## src/design/kiwi_settings.svh

```systemverilog
// Bus widths and memory-map boundaries of the main CPU bus
// Included by every design file that sizes a port or decodes an address
`ifndef KIWI_SETTINGS_SVH
`define KIWI_SETTINGS_SVH

// Bus and device widths
`define KIWI_AW        16
`define KIWI_DW        8
`define KIWI_ROM_AW    17
`define KIWI_VID_AW    13
`define KIWI_RAM_AW    12
`define KIWI_UNMAPPED  8'hff

// Region boundaries, each one the first address of the next block
`define KIWI_BANKED_BASE  16'h8000
`define KIWI_VRAM_BASE    16'hc000
`define KIWI_RAM_BASE     16'he000
`define KIWI_VCTRL_BASE   16'hf000
`define KIWI_VCTRL_END    16'hf500
`define KIWI_BANK_BASE    16'hf600
`define KIWI_IRQACK_BASE  16'hf700
`define KIWI_PAL_BASE     16'hf800
`define KIWI_PAL_END      16'hfc00
`endif

```

## src/design/kiwi_pkg.sv

```systemverilog
// Types shared by the main bus stages
// Imported by the decode, access and top modules
package kiwi_pkg;

    // Address regions of the main CPU map
    typedef enum logic [2:0] {
        REG_ROM,
        REG_VRAM,
        REG_RAM,
        REG_VCTRL,
        REG_BANK,
        REG_IRQACK,
        REG_PAL,
        REG_NONE
    } region_t;

    // Access stage FSM
    // IDLE waits for a decoded transfer
    // WAIT holds the selects or waits on the ROM
    // DONE raises pready for one cycle
    typedef enum logic [1:0] {
        ACC_IDLE,
        ACC_WAIT,
        ACC_DONE
    } acc_state_t;

endpackage

```

## src/design/main_addr_decode.sv

```systemverilog
// Decode stage of the main bus pipeline
// Samples the APB setup phase and hands region and fields to the access stage
`timescale 1ns/1ps
`include "kiwi_settings.svh"

module main_addr_decode import kiwi_pkg::*; (
    input  logic                clk,
    input  logic                rst,
    input  logic                psel,
    input  logic                penable,
    input  logic                pwrite,
    input  logic [`KIWI_AW-1:0] paddr,
    input  logic [`KIWI_DW-1:0] pwdata,
    output logic                dec_valid,
    output region_t             dec_region,
    output logic [`KIWI_AW-1:0] dec_addr,
    output logic                dec_write,
    output logic [`KIWI_DW-1:0] dec_wdata
);

    logic    setup;
    region_t region;

    // First cycle of an APB transfer
    assign setup = psel && !penable;

    // Board memory map, checked from the bottom up
    always_comb begin
        if (paddr < `KIWI_VRAM_BASE)        region = REG_ROM;
        else if (paddr < `KIWI_RAM_BASE)    region = REG_VRAM;
        else if (paddr < `KIWI_VCTRL_BASE)  region = REG_RAM;
        else if (paddr < `KIWI_VCTRL_END)   region = REG_VCTRL;
        else if (paddr < `KIWI_BANK_BASE)   region = REG_NONE;
        else if (paddr < `KIWI_IRQACK_BASE) region = REG_BANK;
        else if (paddr < `KIWI_PAL_BASE)    region = REG_IRQACK;
        else if (paddr < `KIWI_PAL_END)     region = REG_PAL;
        else                                region = REG_NONE;
    end

    // One-cycle strobe per transfer
    always_ff @(posedge clk or posedge rst) begin
        if (rst) begin
            dec_valid <= 1'b0;
            dec_write <= 1'b0;
        end else begin
            dec_valid <= setup;
            if (setup) dec_write <= pwrite;
        end
    end

    // Fields stay put until the next setup phase
    always_ff @(posedge clk) begin
        if (setup) begin
            dec_region <= region;
            dec_addr   <= paddr;
            dec_wdata  <= pwdata;
        end
    end

    // Upper map writes must never be steered to the ROM
    a_no_high_rom: assert property (@(posedge clk) disable iff (rst)
        setup && pwrite && paddr >= `KIWI_VRAM_BASE |=> dec_region != REG_ROM)
        else $error("decode: write at %h classified as ROM", $past(paddr));

endmodule

```

## config.mk

```make
export PLATFORM = sky130hd
export DESIGN_NAME = main_addr_decode
export DESIGN_NICKNAME = d
export VERILOG_FILES = /design/src/design/kiwi_pkg.sv /design/src/design/main_addr_decode.sv
export VERILOG_INCLUDE_DIRS = /design/src /design/src/design
export SDC_FILE = /design/constraint.sdc
export NUM_CORES = 1
export LEC_CHECK = 0
export BUFFER_PORTS_ARGS = -buffer_cell sky130_fd_sc_hd__buf_2
export CAP_MARGIN = 20
export CORE_ASPECT_RATIO = 0.9
export CORE_MARGIN = 2
export CORE_UTILIZATION = 37
export CTS_CLUSTER_DIAMETER = 100
export DETAILED_ROUTE_END_ITERATION = 7
export PLACE_DENSITY_LB_ADDON = 0.08
export SYNTH_ARGS = -nofsm -noshare
export SYNTH_HDL_FRONTEND = slang
export SYNTH_SLANG_ARGS = --single-unit
export TNS_END_PERCENT = 30
```

## constraint.sdc

```tcl
create_clock -name clk -period 0.8 [get_ports clk]
set_clock_uncertainty 0.05 [all_clocks]
set_input_delay 0.16 -clock clk [delete_from_list [all_inputs] [get_ports clk]]
set_output_delay 0.16 -clock clk [all_outputs]
set_load 0.005 [all_outputs]
```

# Word-level counts from Yosys, hierarchy flattened
# Cells that the tools add are included.
[classes]
n_lt_le_gt_ge = 8
n_mux = 7
reduce_logical = 4
[ops]
columns = ["cell", "count"]
rows = [
  ["$lt 16x16->1 const B", 8],
  ["$mux 2", 5],
  ["$reduce_or 4->1", 1],
  ["$mux 1", 2],
  ["$reduce_or 2->1", 1],
  ["$logic_and 1x1->1", 1],
  ["$logic_not 1->1", 1],
]
[totals]
register_bits = 29
inputBits = 29

# Longest topological paths before layout
[logic_depth]
ltp_word = 8
mapped_depth = 3

# Least setup slack after synthesis
# OpenSTA, ideal clock, no wires.
[synth_path]
kind = "in2reg"
start = "in psel"
end = "reg dec_write"
arrival_ns = 1.052
setup_slack_ns = -0.426
cell_stages = 2
path_buffers = 0
path_cell_list = "nor2b_4 mux2_2"
[synth_between]
elab_chain_cells = 1
[synth_rtl]
columns = ["item", "line", "rtl"]
rows = [
  ["start, declared", "main_addr_decode.sv:9", "input logic psel,"],
  ["$logic_and 1x1->1", "main_addr_decode.sv:25", "assign setup = psel && !penable;"],
  ["end signal, assigned", "main_addr_decode.sv:47", "if (setup) dec_write <= pwrite;"],
  ["end, declared", "main_addr_decode.sv:17", "output logic dec_write,"],
]
# No other way between the ends.
# A chain may end at the register's enable or synchronous reset.

# Worst setup path in the final report
[layout_path]
start = "reg dec_addr[15]"
end = "out dec_addr[15]"
[layout_rtl]
columns = ["item", "line", "rtl"]
rows = [
  ["start, declared", "main_addr_decode.sv:16", "output logic [`KIWI_AW-1:0] dec_addr,"],
  ["start signal, assigned", "main_addr_decode.sv:55", "dec_addr <= paddr;"],
]
# No word-level cell between the ends.

==> metrics.md <==
| Metric | Value |
|---|---|
| Run status | `complete, but fails checks` |
| Failing checks | `setup timing` |
| Pin count of the biggest net entering global routing | `17` |
| Startpoint types | `flip-flop` |
| Max cap viols | `0` |
| Largest family of logic cells by synthesized area | `simple AND/OR/NAND/NOR gates` |
| Worst slew margin | `82.79%` |
| Combinational share of power | `13.0%` |
| Clock tree from TritonCTS | `done` |
| Global Route Usage Sum | `14.73%` |
| ANT cells | `0` |
| CTS H-tree depth | `2` |
| Proportion of power drawn by flip-flops and latches | `61.2%` |
| Placed Cells | `133` |
| Mapped cell area | `949.7 um^2` |
| Post-synthesis xor/xnor area fraction | `0%` |
| Ports | `58` |
| Crit Path Category | `flip-flop to output pin` |
| Worst Path Max Fanout | `1` |
| Vias in the first global route | `704` |
| Die area | `2988 um^2` |
| Setup Viol. Count Final | `35` |
| Total negative slack | `-6.174 ns` |
| Slew Limit Fails | `0` |
| Non-filler cells in the finished layout | `162` |
| Row count | `17` |
| Power per cell area | `1822 nW/um^2` |
| Starting Density | `38.82%` |
| Hold Path Class | `input pin to flip-flop` |
| Slew @ Worst Pin | `0.2542 ns` |
| Mux cell area share after synthesis | `1.186%` |
| Fin nets | `163` |
| Max Buffers Root-to-Sink | `2` |
| GR Util met2 | `23.67%` |
| Required time worst endpoint | `0.59 ns` |
| Net Count, Synth | `72` |
| TritonCTS buffer count | `5` |
| Worst EP arrival | `0.82 ns` |
| Crit. End Element | `output pin` |
| Net Switching | `0.0005985 W` |
| DR iter-0 viols | `4` |
| Syn avg cell area | `22.09 um^2` |
| CP Cell Sequence | `buf_2` |
| Top Usage Layer GRT | `met2` |
| Vias/cell | `4.235` |
| Worst VDD drop | `0.001173 V` |
| Routed WL | `1967 um` |
| Clock sink total | `29` |
| Yosys warning total | `0` |
| Design area | `1607 um^2` |
| Initial antenna violation count | `0` |
| Final min period | `1.031 ns` |
| Internal power component | `0.002329 W` |
| Met1 Usage GRT | `17.08%` |
| Pleak | `0.7155 nW` |
| Final hold vios | `0` |
| Drt wl/cell | `12.14 um` |
| Yosys cell types | `13` |
| Crit path max-delay cell type | `edfxtp_1` |
| Fmax | `969.9 MHz` |
| Fin worst setup slack | `-0.2311 ns` |
| RSZ-0062 raised after global routing | `yes` |
| GPL Wtd Cong | `0.6592` |
| Clk root buf | `clkbuf_4` |
| I/O Buffers | `57` |
| Sequential share of the synthesized area | `90.65%` |
| Synth Area in Adders | `0%` |
| Place WS | `-0.2212 ns` |
| Switching share of power | `20.44%` |
| First-pass GRT wire length | `3153 um` |
| Simple-Gate Fraction of Synth Area | `5.007%` |
| Met3 GRT Util | `6.965%` |
| Layout cells sized above 1 | `52.24%` |
| Tcrit/Tclk final | `128.9%` |
| Via count | `686` |
| Commonest cells after routing, fill and taps aside | `57 x buf_2, 27 x edfxtp_1, 18 x dlygate4sd3_1` |
| Yosys reg bits | `29` |
| Latest clock arrival within the worst-skew pair | `0.30 ns` |
| Clk pwr share | `25.8%` |
| Gr ovfl total | `0` |
| DRT Pass-1 Iters | `4` |
| Placed inst area | `1336 um^2` |
| # DRC | `0` |
| Die Width | `57.40 um` |
| Buf+Inv Stages, Crit Path | `1` |
| Core Box Area | `2446 um^2` |
| Utilization after layout | `65.68%` |
| CTS clock-pin slew for the worst setup and hold paths | `0.08 ns` |
| Syn Inst Count | `43` |
| Die H | `52.06 um` |
| Commonest non-fill, non-tap cell in the layout | `buf_2` |
| Top delay family on crit path | `flip-flops` |
| Slowest stage delay, CP | `0.38 ns` |
| Post-synthesis compound-gate area fraction | `2.767%` |
| Number of nets with antenna violations after routing | `0` |
| Worst reg2reg setup slack | `-0.12 ns` |
| Layout area overhead | `69.17%` |
==> path summary, 6_finish.rpt <==
check / end / cells past startpoint / from
setup reg to reg: dec_write / 2 / dec_write
hold / removal: dec_addr[10] / 1 / paddr[10]
hold reg to reg: dec_write / 2 / dec_write
setup / recovery: dec_addr[15] / 1 / dec_addr[15]
max in group asynchronous: dec_valid / 3 / rst
min in group asynchronous: dec_write / 3 / rst
==> logic make-up (layout without fill, tap and decap cells) <==
logic type / Yosys count / in the layout
multiplexers: 1 / 1
AND/OR/NAND/NOR: 8 / 8
buffers and inverters: 1 / 92
AO/OA/AOI/OAI: 4 / 4
flip-flops: 29 / 29
==> stage by stage <==
step	hold slack (ns)	power, W
2_1_floorplan	-0.1488	0.001902
3_3_place_gp	-0.03964	0.002116
3_5_place_dp	-0.03751	0.002121
4_1_cts	0.01185	0.002967
5_1_grt	0.01181	0.003085
6_report	0.02622	0.002928
==> synthesized netlist by cell type <==
cell	count	area, um^2
o311ai_1	1	8.760
nor2b_4	1	13.76
nand2_1	2	7.510
mux2_2	1	11.26
nand2b_1	1	6.260
nor2_1	2	7.510
dfrtp_1	2	50.05
inv_1	1	3.750
nor3b_1	1	7.510
edfxtp_1	27	810.8
o21a_1	1	7.510
a21oi_1	2	10.01
nand3_1	1	5.000
==> final cells by class <==
class	count	area [um^2]
Multi-Input combinational cell	13	88.84
Timing Repair Buffer	84	573.1
Sequential cell	29	860.8
Clock inverter	1	3.754
Inverter	1	3.754
Clock buffer	6	41.29
Fill cell	198	839.6
Tap cell	28	35.03
==> flip-flops by register name (all words and copies together), names as in the netlist <==
signal      count
dec_region      3
dec_valid       1
dec_addr       16
dec_write       1
dec_wdata       8
==> power by group through the flow <==
stage / combinational [W] / sequential, W / clock [W]
after floorplan: 0.0000543 / 0.00185 / 0
after CTS: 0.000381 / 0.00179 / 0.000791
after detailed placement: 0.000292 / 0.00183 / 0
after global routing: 0.000420 / 0.00181 / 0.000860
final: 0.000381 / 0.00179 / 0.000754
after global placement: 0.000289 / 0.00183 / 0
==> routing by layer <==
metal	routed length, um	share of wire, %
met4	14	0.71
met2	995	51
met5	0	0
met3	199	10
met1	757	38
==> what timing repair did <==
item	4_1_cts	5_1_grt
pin swaps	0	0
endpoints found under the setup margin	30	33
hold endpoints to repair	22	0
gates resized for setup	0	3
buffers inserted	1	0
hold buffers	21	0
No activity file was read; power rests on OpenSTA's default activity.
