### config.mk
export PLATFORM = sky130hd
export DESIGN_NAME = main_bus_access
export DESIGN_NICKNAME = d
export VERILOG_FILES = /design/src/design/kiwi_pkg.sv /design/src/design/main_bus_access.sv
export VERILOG_INCLUDE_DIRS = /design/src /design/src/design
export SDC_FILE = /design/constraint.sdc
export NUM_CORES = 1
export LEC_CHECK = 0
export BUFFER_PORTS_ARGS = -buffer_cell sky130_fd_sc_hd__buf_2
export CAP_MARGIN = 40
export CORE_MARGIN = 2
export CORE_UTILIZATION = 35
export CTS_CLUSTER_SIZE = 28
export DETAILED_ROUTE_END_ITERATION = 8
export GPL_TIMING_DRIVEN = 0
export PLACE_DENSITY_LB_ADDON = 0.25
export RECOVER_POWER = 50
export SETUP_SLACK_MARGIN = 0.1
export SYNTH_ARGS = -nofsm -noshare
export SYNTH_HDL_FRONTEND = slang
export SYNTH_SLANG_ARGS = --single-unit
### constraint.sdc
create_clock -name clk -period 2.4 [get_ports clk]
set_input_delay 0 -clock clk [delete_from_list [all_inputs] [get_ports clk]]
set_output_delay 0 -clock clk [all_outputs]
set_load 0.03 [all_outputs]
### src/design/kiwi_settings.svh
// Bus widths and memory-map boundaries of the main CPU bus
// Included by every design file that sizes a port or decodes an address
`ifndef KIWI_SETTINGS_SVH
`define KIWI_SETTINGS_SVH

// Bus and device widths
`define KIWI_AW        16
`define KIWI_DW        8
`define KIWI_ROM_AW    17
`define KIWI_VID_AW    13
`define KIWI_RAM_AW    12
`define KIWI_UNMAPPED  8'hff

// Region boundaries, each one the first address of the next block
`define KIWI_BANKED_BASE  16'h8000
`define KIWI_VRAM_BASE    16'hc000
`define KIWI_RAM_BASE     16'he000
`define KIWI_VCTRL_BASE   16'hf000
`define KIWI_VCTRL_END    16'hf500
`define KIWI_BANK_BASE    16'hf600
`define KIWI_IRQACK_BASE  16'hf700
`define KIWI_PAL_BASE     16'hf800
`define KIWI_PAL_END      16'hfc00
`endif

### src/design/kiwi_pkg.sv
// Types shared by the main bus stages
// Imported by the decode, access and top modules
package kiwi_pkg;

    // Address regions of the main CPU map
    typedef enum logic [2:0] {
        REG_ROM,
        REG_VRAM,
        REG_RAM,
        REG_VCTRL,
        REG_BANK,
        REG_IRQACK,
        REG_PAL,
        REG_NONE
    } region_t;

    // Access stage FSM
    // IDLE waits for a decoded transfer
    // WAIT holds the selects or waits on the ROM
    // DONE raises pready for one cycle
    typedef enum logic [1:0] {
        ACC_IDLE,
        ACC_WAIT,
        ACC_DONE
    } acc_state_t;

endpackage

### src/design/main_bus_access.sv
// Access stage of the main bus pipeline
// Drives device selects, waits for the ROM and returns read data with pready
`timescale 1ns/1ps
`include "kiwi_settings.svh"

module main_bus_access import kiwi_pkg::*; (
    input  logic                    clk,
    input  logic                    rst,
    input  logic                    dec_valid,
    input  region_t                 dec_region,
    input  logic [`KIWI_AW-1:0]     dec_addr,
    input  logic                    dec_write,
    input  logic [`KIWI_DW-1:0]     dec_wdata,
    input  logic                    rom_ok,
    input  logic [`KIWI_DW-1:0]     rom_data,
    input  logic [`KIWI_DW-1:0]     vram_dout,
    input  logic [`KIWI_DW-1:0]     pal_dout,
    input  logic [`KIWI_DW-1:0]     ram_q,
    output logic [`KIWI_DW-1:0]     prdata,
    output logic                    pready,
    output logic                    rom_cs,
    output logic [`KIWI_ROM_AW-1:0] rom_addr,
    output logic                    vram_cs,
    output logic                    vctrl_cs,
    output logic                    pal_cs,
    output logic [`KIWI_VID_AW-1:0] cpu_addr,
    output logic [`KIWI_DW-1:0]     cpu_dout,
    output logic                    cpu_rnw,
    output logic                    ram_we,
    output logic [`KIWI_RAM_AW-1:0] ram_addr,
    output logic [`KIWI_DW-1:0]     ram_wdata,
    output logic                    irq_ack,
    output logic                    snd_rstn
);

    acc_state_t state;
    logic [2:0] bank;
    logic       start;
    logic       acc_end;

    assign start   = dec_valid && state == ACC_IDLE;
    // Non-ROM accesses end after one cycle, ROM reads once rom_ok shows up
    assign acc_end = state == ACC_WAIT && (!rom_cs || rom_ok);

    // Video devices and shared RAM see the decoded fields directly
    assign cpu_addr  = dec_addr[`KIWI_VID_AW-1:0];
    assign cpu_dout  = dec_wdata;
    assign cpu_rnw   = !dec_write;
    assign ram_addr  = dec_addr[`KIWI_RAM_AW-1:0];
    assign ram_wdata = dec_wdata;
    assign ram_we    = start && dec_write && dec_region == REG_RAM;

    // Upper 16kB window is banked
    assign rom_addr = dec_addr >= `KIWI_BANKED_BASE ? {bank, dec_addr[13:0]} : {1'b0, dec_addr};

    assign pready  = state == ACC_DONE;
    assign irq_ack = pready && dec_region == REG_IRQACK;

    always_ff @(posedge clk or posedge rst) begin
        if (rst) begin
            state    <= ACC_IDLE;
            rom_cs   <= 1'b0;
            vram_cs  <= 1'b0;
            vctrl_cs <= 1'b0;
            pal_cs   <= 1'b0;
            bank     <= 3'd0;
            snd_rstn <= 1'b0;
        end else begin
            // Video selects are single-cycle strobes
            vram_cs  <= 1'b0;
            vctrl_cs <= 1'b0;
            pal_cs   <= 1'b0;
            case (state)
                ACC_IDLE: if (dec_valid) begin
                    rom_cs   <= dec_region == REG_ROM && !dec_write;
                    vram_cs  <= dec_region == REG_VRAM;
                    vctrl_cs <= dec_region == REG_VCTRL;
                    pal_cs   <= dec_region == REG_PAL;
                    // Bank bits and sound CPU reset share one register
                    if (dec_write && dec_region == REG_BANK) begin
                        bank     <= dec_wdata[2:0];
                        snd_rstn <= dec_wdata[4];
                    end
                    state <= ACC_WAIT;
                end
                ACC_WAIT: if (acc_end) begin
                    rom_cs <= 1'b0;
                    state  <= ACC_DONE;
                end
                default: state <= ACC_IDLE;
            endcase
        end
    end

    // Read data captured on the last cycle of the access
    always_ff @(posedge clk) begin
        if (acc_end) begin
            case (dec_region)
                REG_ROM:             prdata <= rom_data;
                REG_VRAM, REG_VCTRL: prdata <= vram_dout;
                REG_PAL:             prdata <= pal_dout;
                REG_RAM:             prdata <= ram_q;
                default:             prdata <= `KIWI_UNMAPPED;
            endcase
        end
    end

    a_pready_pulse: assert property (@(posedge clk) disable iff (rst) pready |=> !pready)
        else $error("access: pready held longer than one cycle");

    // Only one device owns the bus at a time
    a_one_select: assert property (@(posedge clk) disable iff (rst)
        $onehot0({rom_cs, vram_cs, vctrl_cs, pal_cs, ram_we}))
        else $error("access: several selects active together");

endmodule

# Yosys cells after proc, flatten, opt, wreduce, memory -nomap -nowiden
# Cells that the tools add are included.
# classes
reduce_logical,17
n_eq_ne,10
n_mux,14
order_cmp,1
# op_table
operator,count
8-bit one-hot mux with 4 select lines,1
17-bit 2-to-1 mux,1
"16-bit greater-or-equal comparator, second input constant",1
"3-bit equality test, second input constant",3
1-bit 2-to-1 mux,8
1-bit logical AND,7
"3-bit by 2-bit equality test with 1-bit output, second input constant",2
3-bit AND reduction,2
2-bit 2-to-1 mux,2
"2-bit != test, second input constant",2
2-bit one-hot mux with 2 select lines,1
"3-bit by 1-bit equality test with 1-bit output, second input constant",1
3-bit logical NOT,1
"2-bit by 1-bit equality test with 1-bit output, second input constant",1
"2-bit equality test, second input constant",1
1-bit logical NOT,2
2-bit logical NOT,1
1-bit one-hot mux with 2 select lines,1
2-bit AND reduction,1
2-bit nonzero test,1
2-bit OR reduction,1
1-bit logical OR,1
# word_totals
in_bits,64
register_bits,18
output_inout_bits,75
elab_cells,50

# Logic depth before layout (Yosys ltp)
# Gate-level depths: netlist of run 1.
# logic_depth
ltp_word,5
depth_mapped,4
depth_no_buf,3

# Worst setup path before layout of run 1
# No wires, ideal clock.
# synth_timing
path_kind,register to register
from,register rom_cs
to,"register prdata[0], enable pin"
path_stages_with_launch,3
arrival_ps,1355
period_less_slack_ps,1740
path_buffers,0
setup_ps,385
required_ps,2015
setup_slack_ps,660
cell_sequence,dfrtp_1 -> nor2b_1 -> nor3b_1
# synth_between
elab_chain_len,3
# synth_rtl
item,line_no,source
start: declaration,main_bus_access.sv:21,"output logic rom_cs,"
start signal: assignment,main_bus_access.sv:75,rom_cs <= dec_region == REG_ROM && !dec_write;
1-bit logical NOT,main_bus_access.sv:43,assign acc_end = state == ACC_WAIT && (!rom_cs || rom_ok);
1-bit logical OR,main_bus_access.sv:43,
1-bit logical AND,main_bus_access.sv:43,
net acc_end,main_bus_access.sv:39,logic acc_end;
end signal: assignment,main_bus_access.sv:99,REG_ROM: prdata <= rom_data;
end signal: assignment,main_bus_access.sv:100,"REG_VRAM, REG_VCTRL: prdata <= vram_dout;"
end signal: assignment,main_bus_access.sv:101,REG_PAL: prdata <= pal_dout;
end: declaration,main_bus_access.sv:19,"output logic [`KIWI_DW-1:0] prdata,"
# The timed path passes the listed nets, and every way through them passes these cells.
# A chain may end at the register's enable or synchronous reset.

# Final worst setup path of run 1
# Ends and elaborated chain as after synthesis.

==> out/qor.json, run 1 <==
{
  "final_layout": {
    "flow.area_growth_from_synthesis_pct": 45.9,
    "postLayoutCoreUtil_pct": 52.3,
    "multiInputGateArea_um2": 470,
    "final-seq-area_um2": 490,
    "fillerInstances": 409,
    "net_count_of_the_finished_layout": 341,
    "final_layout_size_suffix_gt1_share_pct": 47.8,
    "diodes": 0
  },
  "cts": {
    "cts_buf_count": 3,
    "cts_resized": 0,
    "max-clock-path-buffers": 2,
    "worstSkewPairLatency_ns": 0.24,
    "clk_pin_slew_worst_paths_ns": 0.06,
    "htreeDepth": 1,
    "numClockSinks": 18,
    "cts_tree": "yes",
    "cts_root_buffer": "sky130_fd_sc_hd__clkbuf_8"
  },
  "synthesis": {
    "synthMuxAreaShare_pct": 4.69,
    "synth_commonest_cells": "sky130_fd_sc_hd__buf_4 (55), sky130_fd_sc_hd__dfrtp_1 (10), sky130_fd_sc_hd__nand2_1 (10)",
    "async_reset_ff_share_pct": 55.6,
    "yosysMostFrequentCell": "sky130_fd_sc_hd__buf_4",
    "synth_ff_type": "sky130_fd_sc_hd__dfrtp_1",
    "synth_xor_xnor_area_share_pct": 0,
    "synth_area_in_simple_gates_pct": 18.0,
    "number_of_distinct_library_cell_variants_in_the_gate_level_netlist_after_synthesis": 27,
    "syn_area_per_cell_um2": 9.36,
    "synth_seq_area_share_pct": 34.7,
    "synth_nets": 215,
    "netlist_instances": 151,
    "synth-compound-area-share_pct": 10.6,
    "synth_top_cell_by_area": "sky130_fd_sc_hd__buf_4",
    "synthTopCellsByArea": "sky130_fd_sc_hd__buf_4 (29%), sky130_fd_sc_hd__dfrtp_1 (18%), sky130_fd_sc_hd__edfxtp_1 (17%)",
    "synth.top_cell.area_share_pct": 29.2,
    "synth.cell_area_um2": 1410,
    "synth_fa_ha_area_share_pct": 0,
    "synth.ff_latch_count": 18,
    "synthesis.yosys.warnings": 0,
    "largest_family_of_logic_cells_by_synthesized_area": "buffers and inverters",
    "count_of_flip_flops_with_a_built_in_enable_after_synthesis": 8
  },
  "worst_setup_path": {
    "critical_path_buf_inv_count": 1,
    "cp_slowest_cell": "sky130_fd_sc_hd__nor3b_1",
    "critical_path.reg2reg.endpoint": "prdata[0]$_DFFE_PP_",
    "worstPathCellList": "nor2b_1, nor3b_1, buf_2",
    "cp_top_family": "simple AND/OR/NAND/NOR gates",
    "type_of_destination_of_the_critical_path": "register",
    "start_kind": "register",
    "r2r_start": "rom_cs$_DFFE_PP0P_",
    "timing.critical_path.arrival_ns": 1.65,
    "critical_path.max_stage_delay_ns": 0.57,
    "reg2reg_depth": 3,
    "worst-path-max-fanout": 5,
    "cp.required_ns": 2.35,
    "timing.reg2reg.setup_slack_ns": 0.70,
    "crit_type": "register to register"
  },
  "min_path": {
    "hold_path_end": "state[0]$_DFFE_PP0P_",
    "whs_path_depth": 3,
    "timing.hold.worst.class": "primary input to register",
    "min-delay-start": "dec_valid"
  },
  "global_route": {
    "first_pass_grt_wire_length_um": 5210,
    "grt_overflow_total": 0,
    "first_global_vias": 1227,
    "grtUsageTotal_pct": 14.9,
    "grt_max_degree": 11,
    "antenna_found_initial": 0
  },
  "die": {
    "top_level_ports": 139,
    "fp-row-count": 23,
    "floorplan.die.height_um": 67.6,
    "start_util_pct": 35.9,
    "die-width_um": 67.6,
    "die_footprint_um2": 4560,
    "core_um2": 3940
  },
  "power": {
    "leakagePower_nw": 1.01,
    "vdd_drop_max_mv": 0.233,
    "pwr_density_cell_nw_per_um2": 513
  },
  "drt": {
    "post_dr_vias_cell": 4.39,
    "remaining_drc_errors": 0,
    "wl_um": 3820,
    "post_detailed_route_wirelength_per_cell_um": 11.7,
    "drt_pass_1_iters": 4,
    "drt_iter0_drc": 13,
    "route.antenna.remaining_nets": 0,
    "route.vias.total": 1432
  },
  "flow_run": {
    "maxCapViolCount": 0
  },
  "outcome": {
    "status": "finished clean"
  },
  "place": {
    "gpl.final_weighted_congestion": 0.782,
    "number_of_i_o_port_buffers": 119,
    "total_half_perimeter_wirelength_after_legalization_and_detailed_placement_um": 3340
  },
  "timing": {
    "report.final.setup_viol": 0,
    "hold_viol_final": 0,
    "grt_setup_unrepaired": "false",
    "finalCriticalPeriod_ns": 1.70,
    "report.final.slew_viol_count": 0,
    "worst_slew_pin_slew_ns": 0.683,
    "finalClockSkew_ns": 0.00174,
    "tns_ns": 0,
    "maxSlewHeadroom_pct": 54.4,
    "layout_worst_path_cycle_share_pct": 70.8,
    "max_clock_freq_mhz": 588
  }
}
## through the flow
step                worst slack (ns)  instances  power [mW]  cell area, um2  hold slack (ns)
global route                   0.572        326        1.12            2060           0.0278
floorplan                      0.660        151       0.740            1410           -0.160
finish                         0.700        326        1.06            2060           0.0169
global placement               0.523        320       0.875            2070          -0.0199
CTS                            0.669        326        1.08            2130           0.0163
detailed placement             0.693        321       0.880            2080          -0.0145
## worst min-delay path, delay by kind of cell
kind | cells | cell delay (ns)
mux | 1 | 0.05
buf+inv | 1 | 0.09
simple gates | 1 | 0.07
## where the power goes
group          switching (mW)  leakage, nW  internal [mW]  total (mW)
registers              0.0229        0.205          0.373       0.395
logic                   0.287        0.780          0.178       0.465
clock network          0.0809       0.0228          0.117       0.198
## flip-flops by register name, summed over array words and instances, names as in the netlist
| signal | flops |
|---|---|
| bank | 3 |
| pal_cs | 1 |
| prdata | 8 |
| rom_cs | 1 |
| snd_rstn | 1 |
| state | 2 |
| vctrl_cs | 1 |
| vram_cs | 1 |
## layer usage
metal	global-route usage, %	vias to the layer above	wire length, um
li1	-	716	-
met1	16.6	628	1430
met2	28.4	86	1990
met3	3.67	2	375
met4	3.06	0	25
met5	0	-	0
## cells in the final DEF, fill, tap and decap left out
master                          instances
sky130_fd_sc_hd__and2b_1                1
sky130_fd_sc_hd__mux2_2                 5
sky130_fd_sc_hd__a211oi_1               1
sky130_fd_sc_hd__nor4b_1                7
sky130_fd_sc_hd__nor3b_4                1
sky130_fd_sc_hd__dfrtp_1               10
sky130_fd_sc_hd__and3_1                 2
sky130_fd_sc_hd__nor3_1                 2
sky130_fd_sc_hd__nor2_1                 1
sky130_fd_sc_hd__clkbuf_8               3
sky130_fd_sc_hd__and2_1                 2
sky130_fd_sc_hd__nor2b_1                5
sky130_fd_sc_hd__buf_1                  2
sky130_fd_sc_hd__o31ai_1                2
sky130_fd_sc_hd__edfxtp_1               8
sky130_fd_sc_hd__nand4b_4               1
sky130_fd_sc_hd__mux2i_1                1
sky130_fd_sc_hd__a21oi_1                7
sky130_fd_sc_hd__inv_1                  3
sky130_fd_sc_hd__o21ai_0                8
sky130_fd_sc_hd__buf_2                 67
sky130_fd_sc_hd__nor4_1                 1
sky130_fd_sc_hd__nand2b_1               1
sky130_fd_sc_hd__dlygate4sd3_1          1
sky130_fd_sc_hd__clkbuf_1              59
sky130_fd_sc_hd__buf_4                 55
sky130_fd_sc_hd__nand2_1               10
sky130_fd_sc_hd__o211ai_1               7
sky130_fd_sc_hd__nor3b_1                3
## layout make-up
class | count | area share, %
multi-input combinational | 68 | 22.8
tap | 50 | 3.03
inverter | 3 | 0.546
clock buffer | 4 | 2.18
sequential | 18 | 23.8
buffer | 62 | 21.4
timing repair buffer | 121 | 26.3
## worst max path at each step
stage                             startpoint                  end  slack [ns]  cells past startpoint
final                     rom_cs$_DFFE_PP0P_  prdata[0]$_DFFE_PP_        0.70                      3
after global routing      rom_cs$_DFFE_PP0P_  prdata[4]$_DFFE_PP_        0.57                      3
after CTS                 rom_cs$_DFFE_PP0P_  prdata[0]$_DFFE_PP_        0.67                      3
after detailed placement  rom_cs$_DFFE_PP0P_  prdata[4]$_DFFE_PP_        0.69                      3
after global placement    rom_cs$_DFFE_PP0P_  prdata[0]$_DFFE_PP_        0.52                      2
after floorplan           rom_cs$_DFFE_PP0P_  prdata[0]$_DFFE_PP_        0.66                      2
## cell families after synthesis
group | after synthesis
buffers and inverters | 65
and+or+nand+nor | 37
AOI/OAI and AO/OA | 25
DFF | 18
muxes | 6
## what timing repair did
action / in CTS / in global routing
endpoints found under the hold margin: 10 / 0
setup buffers: 0 / 0
hold buffers: 1 / 0
(Power assumes the default switching activity.)
==> run 2: changes to the inputs <==
==> constraint.sdc (replaced) <==
create_clock -name clk -period 1.6 [get_ports clk]
set_input_delay 0 -clock clk [delete_from_list [all_inputs] [get_ports clk]]
set_output_delay 0 -clock clk [all_outputs]
set_load 0.03 [all_outputs]
==> run 2 against run 1 <==
  * Wire length up 6.6%
  * Final cell count up 0.31%
  * Combinational power up 54%
  * Total power up 55%
  * Die area unchanged
  * First-iteration DRC count rose to 4.5 times the previous value
  * Register-to-register slack worse by 0.51 ns
  * Sequential share of layout area down 0.21 points
==> out/qor.json, run 2 (synthesized netlist as in run 1, its figures left out) <==
{
  "power": {
    "pwr_density_cell_nw_per_um2": 783,
    "vdd_drop_max_mv": 0.305,
    "totalPowerFinal_mw": 1.64,
    "leakagePower_nw": 1.01
  },
  "worst_setup_path": {
    "cp.required_ns": 1.73,
    "cp_slowest_cell": "sky130_fd_sc_hd__dfrtp_2",
    "critical_path.max_stage_delay_ns": 0.45,
    "crit_type": "register to register",
    "type_of_destination_of_the_critical_path": "register",
    "critical_path_buf_inv_count": 1,
    "worst-path-max-fanout": 5,
    "timing.critical_path.arrival_ns": 1.54,
    "cp_top_family": "flip-flops",
    "start_kind": "register",
    "worstPathCellList": "nor3b_4, buf_4, nand4b_4, mux2_2"
  },
  "cts": {
    "clk_pin_slew_worst_paths_ns": 0.06,
    "htreeDepth": 1,
    "cts_root_buffer": "sky130_fd_sc_hd__clkbuf_8",
    "max-clock-path-buffers": 2,
    "cts_tree": "yes",
    "worstSkewPairLatency_ns": 0.25,
    "numClockSinks": 18,
    "cts_buf_count": 3
  },
  "timing": {
    "worst_slew_pin_slew_ns": 0.472,
    "whs_ns": 0.0180,
    "report.final.slew_viol_count": 0,
    "finalCriticalPeriod_ns": 1.41,
    "hold_viol_final": 0,
    "layout_worst_path_cycle_share_pct": 88.1,
    "max_clock_freq_mhz": 709,
    "tns_ns": 0,
    "finalClockSkew_ns": 0.00928,
    "grt_setup_unrepaired": "false",
    "report.final.setup_viol": 0,
    "maxSlewHeadroom_pct": 68.5
  },
  "final_layout": {
    "net_count_of_the_finished_layout": 342,
    "layout.cells.most_common_list": "sky130_fd_sc_hd__buf_2 (66), sky130_fd_sc_hd__clkbuf_1 (59), sky130_fd_sc_hd__buf_4 (57), sky130_fd_sc_hd__nand2_1 (10)",
    "flow.area_growth_from_synthesis_pct": 48.0,
    "diodes": 0,
    "final_layout_size_suffix_gt1_share_pct": 49.5,
    "mostFrequentLayoutCell": "sky130_fd_sc_hd__buf_2",
    "layout_top_registers": "prdata (8), bank (3), state (2)",
    "fillerInstances": 413,
    "largest_register_ffs": 8,
    "top_register": "prdata"
  },
  "die": {
    "die-width_um": 67.6,
    "core_um2": 3940,
    "top_level_ports": 139,
    "start_util_pct": 35.9,
    "floorplan.die.height_um": 67.6,
    "fp-row-count": 23,
    "die_footprint_um2": 4560
  },
  "drt": {
    "remaining_drc_errors": 0,
    "route.antenna.remaining_nets": 0,
    "drt_pass_1_iters": 4,
    "post_detailed_route_wirelength_per_cell_um": 12.5,
    "route.vias.total": 1480,
    "post_dr_vias_cell": 4.53,
    "drt_iter0_drc": 58,
    "wl_um": 4080
  },
  "outcome": {
    "status": "finished clean"
  },
  "flow_run": {
    "maxCapViolCount": 0
  },
  "global_route": {
    "first_global_vias": 1386,
    "grt_max_degree": 11,
    "grtUsageTotal_pct": 17.0,
    "first_pass_grt_wire_length_um": 5950,
    "grt_overflow_total": 0,
    "antenna_found_initial": 0
  },
  "place": {
    "total_half_perimeter_wirelength_after_legalization_and_detailed_placement_um": 3350,
    "number_of_i_o_port_buffers": 119,
    "gpl.final_weighted_congestion": 0.730
  },
  "min_path": {
    "timing.hold.worst.class": "primary input to register"
  }
}
-- run 2: changes by cell type in the layout (fill, tap and decap cells not counted), sizes merged --
| cell | change |
|---|---|
| buf | +1 |
-- run 2: worst paths after layout --
path	from	to	slack [ns]	cells past startpoint
max in group asynchronous	rst	state[1]$_DFFE_PP0P_	1.04	3
hold / removal	dec_wdata[0]	bank[0]$_DFFE_PP0P_	0.02	2
min in group asynchronous	rst	pal_cs$_DFF_PP0_	0.26	3
hold reg to reg	bank[2]$_DFFE_PP0P_	bank[2]$_DFFE_PP0P_	0.50	1
setup reg to reg	state[0]$_DFFE_PP0P_	bank[1]$_DFFE_PP0P_	0.19	4
setup / recovery	state[0]$_DFFE_PP0P_	bank[1]$_DFFE_PP0P_	0.19	4
-- run 2: what timing repair did --
action	CTS	global route
hold buffers	1	0
gates resized for setup	1	2
pin swaps	1	0
hold endpoints to repair	10	0
endpoints found under the setup margin	9	3
buffers inserted	2	0
-- run 2: through the flow --
stage                     util (%)  instance area (um2)  worst slack (ns)  std cells
after floorplan                  -                 1420             0.136        151
after global placement        52.8                 2080            0.0934        320
after detailed placement      52.8                 2080            0.0865        320
after CTS                     54.7                 2160             0.152        327
after global routing          53.1                 2090             0.107        327
final                         53.1                 2090             0.190        327
-- run 2: cell type report --
cell class	instances	area, um2	share of cell area [%]
Timing Repair Buffer	122	552	26.4
Sequential cell	18	493	23.6
Multi-Input combinational cell	68	487	23.3
Buffer	62	442	21.1
Tap cell	50	62.6	2.99
Clock buffer	4	45.0	2.15
Inverter	3	11.3	0.538
-- run 2: per-layer routing --
metal / up-vias / part of all wire (%) / track usage [%]
li1: 715 / - / -
met1: 681 / 36 / 19.5
met2: 82 / 53 / 31.0
met3: 2 / 9.8 / 3.67
met4: 0 / 0.71 / 5.36
met5: - / 0 / 0
-- run 2: power breakdown --
group          switching (mW)  internal [mW]  total (mW)
registers              0.0362          0.560       0.596
logic                   0.439          0.279       0.718
clock network           0.146          0.176       0.322
==> run 3: changes to the inputs <==
--- a/config.mk
+++ b/config.mk
@@ -12,7 +12,6 @@
 export CORE_UTILIZATION = 35
 export CTS_CLUSTER_SIZE = 28
 export DETAILED_ROUTE_END_ITERATION = 8
-export GPL_TIMING_DRIVEN = 0
 export PLACE_DENSITY_LB_ADDON = 0.25
 export RECOVER_POWER = 50
 export SETUP_SLACK_MARGIN = 0.1
==> run 3 against run 2 <==
  * Global-route usage down 3.9 points
  * Highest routed layer unchanged
  * Combinational power decreased by 38%
  * Sequential power is essentially flat
  * Register-to-register slack better by 0.03 ns
==> out/qor.json, run 3 (synthesized netlist as in run 1, its figures left out) <==
{
  "worst_setup_path": {
    "crit_type": "register to output pin",
    "cp.required_ns": 1.60,
    "timing.critical_path.arrival_ns": 1.39,
    "start_kind": "register",
    "type_of_destination_of_the_critical_path": "output pin",
    "reg2reg_depth": 4,
    "worst-path-max-fanout": 5
  },
  "timing": {
    "maxSlewHeadroom_pct": 75.1,
    "report.final.setup_viol": 0,
    "hold_viol_final": 0,
    "layout_worst_path_cycle_share_pct": 86.9,
    "finalClockSkew_ns": 0.000496,
    "post-route-worst-setup-slack_ns": 0.209,
    "max_clock_freq_mhz": 719,
    "report.final.slew_viol_count": 0,
    "grt_setup_unrepaired": "false",
    "whs_ns": 0.0000171,
    "tns_ns": 0,
    "worst_slew_pin_slew_ns": 0.372,
    "finalCriticalPeriod_ns": 1.39
  },
  "die": {
    "top_level_ports": 139,
    "floorplan.die.height_um": 67.6,
    "die-width_um": 67.6,
    "core_um2": 3940,
    "die_footprint_um2": 4560,
    "start_util_pct": 35.9,
    "fp-row-count": 23
  },
  "drt": {
    "wl_um": 3290,
    "route.vias.total": 1078,
    "drt_iter0_drc": 46,
    "route.antenna.remaining_nets": 0,
    "post_dr_vias_cell": 4.86,
    "post_detailed_route_wirelength_per_cell_um": 14.8,
    "drt_pass_1_iters": 4,
    "remaining_drc_errors": 0
  },
  "min_path": {
    "whs_path_depth": 0,
    "timing.hold.worst.class": "primary input to output pin"
  },
  "global_route": {
    "antenna_found_initial": 0,
    "grt_max_degree": 23,
    "first_global_vias": 949,
    "grt_overflow_total": 0,
    "first_pass_grt_wire_length_um": 4600,
    "grtUsageTotal_pct": 13.0
  },
  "power": {
    "vdd_drop_max_mv": 0.251,
    "totalPowerFinal_mw": 1.39,
    "leakagePower_nw": 0.707,
    "pwr_density_cell_nw_per_um2": 926
  },
  "cts": {
    "cts_buf_count": 3,
    "htreeDepth": 1,
    "cts_root_buffer": "sky130_fd_sc_hd__clkbuf_8",
    "clk_pin_slew_worst_paths_ns": 0.06,
    "numClockSinks": 18,
    "cts_tree": "yes",
    "max-clock-path-buffers": 2,
    "worstSkewPairLatency_ns": 0.24
  },
  "final_layout": {
    "top_register": "prdata",
    "diodes": 0,
    "layout.cells.non_filler": 222,
    "final_cell_area_um2": 1510,
    "largest_register_ffs": 8,
    "fillerInstances": 426,
    "flow.area_growth_from_synthesis_pct": 6.55,
    "layout_top_registers": "prdata (8), bank (3), state (2)",
    "postLayoutCoreUtil_pct": 38.2,
    "net_count_of_the_finished_layout": 237,
    "layout.cells.most_common_list": "sky130_fd_sc_hd__buf_2 (64), sky130_fd_sc_hd__nand2_1 (10), sky130_fd_sc_hd__dfrtp_1 (9)",
    "final_layout_size_suffix_gt1_share_pct": 48.8,
    "mostFrequentLayoutCell": "sky130_fd_sc_hd__buf_2"
  },
  "outcome": {
    "status": "finished clean"
  },
  "place": {
    "place_area_um2": 1440,
    "number_of_i_o_port_buffers": 73,
    "preCtsSetupSlack_ns": 0.258,
    "gpl.final_weighted_congestion": 0.715,
    "total_half_perimeter_wirelength_after_legalization_and_detailed_placement_um": 2630,
    "post-place-cells": 216
  },
  "flow_run": {
    "maxCapViolCount": 0
  }
}
-- run 3: cell types whose count changed in the layout (fill, tap and decap cells not counted) --
cell	before	now
sky130_fd_sc_hd__buf_4	57	5
sky130_fd_sc_hd__clkbuf_1	59	8
sky130_fd_sc_hd__buf_1	2	0
sky130_fd_sc_hd__buf_2	66	64
sky130_fd_sc_hd__clkbuf_4	0	1
sky130_fd_sc_hd__clkbuf_8	3	4
sky130_fd_sc_hd__dfrtp_1	8	9
sky130_fd_sc_hd__dfrtp_2	2	1
sky130_fd_sc_hd__nor3b_2	0	1
sky130_fd_sc_hd__nor3b_4	2	1
-- run 3: cell type report --
type / instances / area (um2) / share of cell area, %
clock buffers: 4 / 55.1 / 3.65
multi-input cells: 68 / 480 / 31.9
repair buffers: 79 / 405 / 26.9
flip-flops and latches: 18 / 492 / 32.6
well taps: 50 / 62.6 / 4.15
inverters: 3 / 11.3 / 0.748
-- run 3: worst paths after layout --
| check | from | end | slack [ns] |
|---|---|---|---|
| setup / recovery | state[0]$_DFFE_PP0P_ | ram_we | 0.21 |
| hold / removal | dec_wdata[6] | cpu_dout[6] | 0.00002 |
| setup reg to reg | state[0]$_DFFE_PP0P_ | bank[0]$_DFFE_PP0P_ | 0.22 |
| hold reg to reg | bank[1]$_DFFE_PP0P_ | bank[1]$_DFFE_PP0P_ | 0.50 |
| max in group asynchronous | rst | state[0]$_DFFE_PP0P_ | 1.04 |
| min in group asynchronous | rst | snd_rstn$_DFFE_PP0P_ | 0.27 |
-- run 3: layer usage --
metal | GRT usage, % | vias to the layer above | part of all wire [%]
li1 | - | 508 | -
met3 | 2.83 | 6 | 10
met2 | 22.2 | 68 | 52
met1 | 16.0 | 496 | 37
met5 | 0 | - | 0
met4 | 5.10 | 0 | 1.2
-- run 3: where the power goes --
| part | internal (mW) | total [mW] | switching (mW) |
|---|---|---|---|
| clock | 0.218 | 0.357 | 0.139 |
| combinational | 0.174 | 0.445 | 0.271 |
| sequential | 0.559 | 0.593 | 0.0343 |
| total | 0.951 | 1.39 | 0.444 |
-- run 3: timing repair --
item / 4_1_cts / 5_1_grt
gates resized for setup: 0 / 2
setup endpoints to repair: 1 / 1
setup buffers: 1 / 0
pin swaps: 1 / 0
hold buffers: 1 / 0
endpoints found under the hold margin: 10 / 0
-- run 3: worst max-delay path, cell delays in order, from the launching register on --
cell and delay, ns:
sky130_fd_sc_hd__dfrtp_2 0.45, sky130_fd_sc_hd__nor3b_4 0.23, sky130_fd_sc_hd__nand2_1 0.09, sky130_fd_sc_hd__nor3_2 0.16, sky130_fd_sc_hd__clkbuf_4 0.22
